===== src/design/neoVideoPkg.sv =====
/* Palette video shared types */

package neoVideoPkg;

	// ========================================
	// Widths
	// ========================================

	// Palette index inside one bank
	localparam int PAL_INDEX_W = 12;
	// Bank select bits above the index
	localparam int PAL_BANKS_LOG2 = 1;
	// Stored colour word
	localparam int COLOR_W = 16;
	// One output channel
	localparam int CHAN_W = 8;

	// ========================================
	// CPU write side
	// ========================================

	// Which block owns a write strobe
	typedef enum logic {
		writePalette = 1'b0,
		writeLatch   = 1'b1
	} busTarget_e;

	// One-cycle write request, no acknowledge
	typedef struct packed {
		logic                   strobe;
		busTarget_e             target;
		logic [PAL_INDEX_W-1:0] addr;
		logic [COLOR_W-1:0]     data;
	} cpuWrite_t;

	// ========================================
	// Pixel side
	// ========================================

	// Renderer output for one pixel
	typedef struct packed {
		logic [PAL_INDEX_W-1:0] palIndex;
		// Horizontal blank
		logic                   chbl;
		// Vertical blank, low while blanking
		logic                   nBnkb;
	} pixelIn_t;

	// Final 8-bit colour
	typedef struct packed {
		logic [CHAN_W-1:0] red;
		logic [CHAN_W-1:0] green;
		logic [CHAN_W-1:0] blue;
	} rgb_t;

endpackage


===== src/design/pixelPipeline.sv =====
/* Pixel enable and colour pipeline */

`timescale 1ns/1ps

module pixelPipeline #(
	parameter int PIXEL_DIV = 8
) (
	input  logic                  CLK_48M,
	input  logic                  nRESET,
	input  neoVideoPkg::pixelIn_t pixIn,
	input  logic                  palBank,
	input  logic                  shadow,
	output logic [neoVideoPkg::PAL_BANKS_LOG2+neoVideoPkg::PAL_INDEX_W-1:0] rdAddr,
	input  logic [neoVideoPkg::COLOR_W-1:0] rdData,
	output logic                  cePixel,
	output neoVideoPkg::rgb_t     rgb,
	output logic                  hblank,
	output logic                  vblank
);
	import neoVideoPkg::*;

	localparam int CNT_W = (PIXEL_DIV > 2) ? $clog2(PIXEL_DIV) : 1;

	// Divider state
	logic [CNT_W-1:0] divCnt;

	// Blank delay stages
	logic chblD1;
	logic chblD2;
	logic vblankD1;

	// Converted colour of the fetched word
	rgb_t rgbNext;
	logic dark;

	// Expand one 5-bit channel plus dark to 8 bits
	function automatic logic [CHAN_W-1:0] expandChannel(
		input logic [3:0] hi,
		input logic       lo,
		input logic       darkBit,
		input logic       shade
	);
		logic [6:0]        diff;
		logic [5:0]        v;
		logic [CHAN_W-1:0] full;
		// Channel bits, low bit, then top bit repeated
		diff = {1'b0, hi, lo, hi[3]} - {6'd0, darkBit};
		// Borrow out means it went below zero
		v = diff[6] ? 6'd0 : diff[5:0];
		full = {v, v[4:3]};
		// Shadow halves the level
		return shade ? {1'b0, full[CHAN_W-1:1]} : full;
	endfunction

	// ========================================
	// 6 MHz pixel enable
	// ========================================

	// Registered so the first pulse lands on cycle PIXEL_DIV
	always_ff @(posedge CLK_48M) begin
		if (!nRESET) begin
			divCnt  <= '0;
			cePixel <= 1'b0;
		end else begin
			cePixel <= (divCnt == CNT_W'(PIXEL_DIV - 2));
			if (divCnt == CNT_W'(PIXEL_DIV - 1)) begin
				divCnt <= '0;
			end else begin
				divCnt <= divCnt + 1'b1;
			end
		end
	end

	// ========================================
	// Colour conversion
	// ========================================

	// Bit 15 darkens all three channels
	assign dark = rdData[15];

	always_comb begin
		// Low bits sit at 14, 13, 12 for R, G, B
		rgbNext.red   = expandChannel(rdData[11:8], rdData[14], dark, shadow);
		rgbNext.green = expandChannel(rdData[7:4], rdData[13], dark, shadow);
		rgbNext.blue  = expandChannel(rdData[3:0], rdData[12], dark, shadow);
	end

	// ========================================
	// Pipeline registers
	// ========================================

	always_ff @(posedge CLK_48M) begin
		if (!nRESET) begin
			rdAddr   <= '0;
			chblD1   <= 1'b0;
			chblD2   <= 1'b0;
			vblankD1 <= 1'b0;
			rgb      <= '0;
			hblank   <= 1'b0;
			vblank   <= 1'b0;
		end else if (cePixel) begin
			// Stage 1, fetch address with the bank in force now
			rdAddr   <= {palBank, pixIn.palIndex};
			vblankD1 <= ~pixIn.nBnkb;
			chblD1   <= pixIn.chbl;
			// Stage 2, RAM word has been ready for several cycles
			rgb      <= rgbNext;
			vblank   <= vblankD1;
			chblD2   <= chblD1;
			// hblank trails by one more pixel
			hblank   <= chblD2;
		end
	end

endmodule


===== config.mk =====
export PLATFORM = sky130hd
export DESIGN_NAME = pixelPipeline
export DESIGN_NICKNAME = d
export VERILOG_FILES = /design/src/design/neoVideoPkg.sv /design/src/design/pixelPipeline.sv
export SDC_FILE = /design/constraint.sdc
export NUM_CORES = 1
export LEC_CHECK = 0
export BUFFER_PORTS_ARGS = -buffer_cell sky130_fd_sc_hd__clkbuf_2
export CAP_MARGIN = 30
export CORE_MARGIN = 5
export CORE_UTILIZATION = 35
export DETAILED_ROUTE_END_ITERATION = 10
export GPL_TIMING_DRIVEN = 0
export PLACE_DENSITY = 0.64
export SKIP_LAST_GASP = 1
export SLEW_MARGIN = 20
export SYNTH_ARGS = -nofsm -noshare
export SYNTH_HDL_FRONTEND = slang
export SYNTH_SLANG_ARGS = --single-unit
export TNS_END_PERCENT = 30

===== constraint.sdc =====
create_clock -name CLK_48M -period 2.75 [get_ports CLK_48M]
set_clock_uncertainty 0.05 [all_clocks]
set_input_delay 0 -clock CLK_48M [delete_from_list [all_inputs] [get_ports CLK_48M]]
set_output_delay 0 -clock CLK_48M [all_outputs]
set_load 0.05 [all_outputs]

==> results.md <==
- Outcome: finished, final reports clean
- Die H: 88.28 um
- Pleak: 1.242 nW
- Initial antenna violation count: 0
- Vias in the first global route: 1,906
- Layout net count: 371
- Routed wire length: 5831 um
- Setup violators final: 0
- Max Fclk: 619.3 MHz
- Pins over their slew limit: 0
- Placed Area: 2599 um^2
- Post-synth EDFFs: 0
- Final setup TNS: 0 ns
- Core ar.: 5956 um^2
- Asr flop ratio synth: 0
- IO Port Bufs: 72
- # H-tree levels: 2
- First-pass iteration count of the detailed router: 4
- Int Pwr: 0.0008780 W
- Post-synthesis cell count: 234
- CP most frequent cell: ha_1
- Unrepaired setup endpoints after global routing: no
- CP Depth: 8
- Hold WC Path Type: primary input to flip-flop
- Combinational Power Share: 0.136
- Crit path to: rgb[1]
- CP Capture Type: flip-flop
- Gr usage total: 0.1495
- Sw frac: 0.2578
- Clk root buf: clkbuf_8
- Reg2reg end: rgb[6]
- Worst-skew pair later-pin latency: 0.29 ns
- I/O pin cnt: 74
- CP max FO: 7
- PD cells: 417.4 nW/um^2
- Fin crit period: 1.615 ns
- GR Util met2: 0.2542
- Chip width: 88.28 um
- Most common cell after layout, fill and taps aside: clkbuf_2
- Total chip power: 0.001183 W
- Crit path max-delay family: adder cells
- GR peak layer: met2
- Synth Register Bits: 43
- Die ar.: 7792 um^2
- Max_slew headroom: 0.6320
- M3 GR Usage: 0.04097
- Largest net degree at the start of global routing: 14
- Final Hold Viols: 0
- Switch Pwr: 0.0003050 W
- Seq pwr share: 0.534
- DRC Markers: 0
- Synth warnings: 0
- Share of total power in the clock network: 0.330
- Synth Flop Type: dfxtp_1
- Gp weighted congestion: 0.8527
- Commonest non-fill, non-tap cells in the layout: clkbuf_2 (72), dfxtp_1 (43), mux2i_1 (21)
- Clk sinks: 43
- Crit path required time: 2.89 ns
- Cts hold-fix bufs: 15
- Unique masters post-synth: 45
- Crit path largest cell delay: 0.36 ns
- Least-Margin Pin Slew: 0.5521 ns
- RR Startpoint: cePixel
- Hpwl dp: 4269 um
- CP max stage cell: or3b_1
- Netlist Area Pre-Place: 2145 um^2
- Antenna-violating nets left: 0
- R2r setup slk: 1.14 ns
- CTS clk-pin slew, worst paths: 0.08 ns
- Cell Rows: 28
- Grt ovf: 0
- Routed via count: 2,028
- Cts repair resizes: 0
- Reg2reg path depth: 3
- Post-synthesis to final-layout area growth: 32.15%
- Number of max-cap violations: 0
- Drt initial violations: 89
- CP Launch Type: primary input
- Worst path cell trace: clkbuf_2 > inv_1 > ha_1 > ha_1 > or3b_1 > buf_2 > o31a_1 > a32o_1
- Final Instance Area: 2834 um^2
- Max IR drop VDD: 0.2939 mV
- Clock Path Buffers: 2
- Crit path kind: primary input to flip-flop
- Crit share post-route: 0.5872
- Layout cells sized above 1: 0.2736
- CP bufs+invs: 3
- Via/cell ratio: 5.020
- Mapped Avg Cell Area: 9.165 um^2
- Grt met1 use: 0.1895
- CTS Buf Count: 5
- Antenna diode count: 0
- CP arrival: 1.76 ns
- TritonCTS clock tree: done
- Initial Util: 0.3601
- First-pass GRT wire length: 9101 um
- Setup bufs post-CTS: 0
- Post-synthesis sequential area ratio: 0.4014
- Crit path from: rdData[3]
- Synth Net Count: 277
- Drt wl/cell: 14.43 um
-- per-stage QoR --
| step | hold WS (ns) | util | worst slack, ns | std cells |
|---|---|---|---|---|
| floorplan | 0.1194 | - | 1.132 | 234 |
| global placement | 0.2037 | 0.4363 | 0.8346 | 381 |
| detailed placement | 0.2196 | 0.4363 | 0.8680 | 381 |
| CTS | 0.006696 | 0.4758 | 1.080 | 404 |
| global route | 0.03183 | 0.4758 | 0.9322 | 404 |
| finish | 0.02501 | 0.4758 | 1.135 | 404 |
-- registers in the layout, indices dropped and copies added, names as in the netlist --
signal,cells
cePixel,1
chblD1,1
chblD2,1
divCnt,3
hblank,1
rdAddr,13
rgb,21
vblank,1
vblankD1,1
-- how the worst min path moves through the flow --
stage	startpoint	to	cells after the start
finish	nRESET	divCnt[1]	3
global route	nRESET	divCnt[1]	3
CTS	nRESET	divCnt[1]	3
detailed placement	pixIn[5]	rdAddr[3]	3
global placement	pixIn[12]	rdAddr[10]	3
floorplan	pixIn[1]	chblD1	2
-- cells in the mapped netlist, drive strengths merged, types with 2 or more instances --
cell / count / share of area
o211ai: 2 / 0.0070
nor3b: 4 / 0.016
o2bb2ai: 2 / 0.0082
a32oi: 2 / 0.0082
o41ai: 2 / 0.0082
ha: 9 / 0.053
and3: 2 / 0.0058
nor2b: 20 / 0.058
o221ai: 4 / 0.016
a22oi: 2 / 0.0070
dfxtp: 43 / 0.40
a21oi: 6 / 0.014
nand3: 13 / 0.030
o21a: 2 / 0.0070
clkbuf: 8 / 0.014
buf: 7 / 0.020
xor2: 4 / 0.016
a31oi: 3 / 0.0088
and4: 2 / 0.0082
nand2b: 2 / 0.0058
mux2: 2 / 0.011
nor2: 13 / 0.023
nand2: 15 / 0.026
inv: 14 / 0.025
a32o: 4 / 0.019
o21ai: 10 / 0.023
a21boi: 3 / 0.011
mux2i: 21 / 0.098
-- power groups by stage --
| stage | Clock, W | Sequential [W] | Combinational (W) |
|---|---|---|---|
| 6_report | 0.000390 | 0.000632 | 0.000161 |
| 4_1_cts | 0.000407 | 0.000632 | 0.000161 |
| 3_5_place_dp | 0 | 0.000647 | 0.000143 |
| 3_3_place_gp | 0 | 0.000647 | 0.000142 |
| 5_1_grt | 0.000436 | 0.000633 | 0.000179 |
| 2_1_floorplan | 0 | 0.000655 | 0.0000771 |
-- cell type report --
type | instances | area [um^2]
Buffer | 15 | 72.57
Clock buffer | 6 | 72.57
Clock inverter | 2 | 12.51
Fill cell | 621 | 3122
Inverter | 14 | 52.55
Multi-Input combinational cell | 162 | 1159
Sequential cell | 43 | 860.8
Tap cell | 75 | 93.84
Timing Repair Buffer | 87 | 510.5
-- routing by layer --
layer	vias up	share of wire
met2	67	0.47
met1	926	0.45
met3	6	0.075
li1	1029	-
met5	-	0
met4	0	0.0062
-- cells by family after synthesis --
| family | synth area share |
|---|---|
| AND/OR/NAND/NOR | 0.1995 |
| AO/OA/AOI/OAI | 0.1634 |
| flip-flops | 0.4014 |
| buffers and inverters | 0.05834 |
| multiplexers | 0.1085 |
| adder cells (fa/ha/maj) | 0.05251 |
| XOR/XNOR | 0.01633 |
-- tightest hold or removal path, delay by kind of cell --
family | cells | cell delay (ns)
buffers and inverters | 1 | 0.13
and+or+nand+nor | 2 | 0.19
Power figures use the tool's default switching activity.
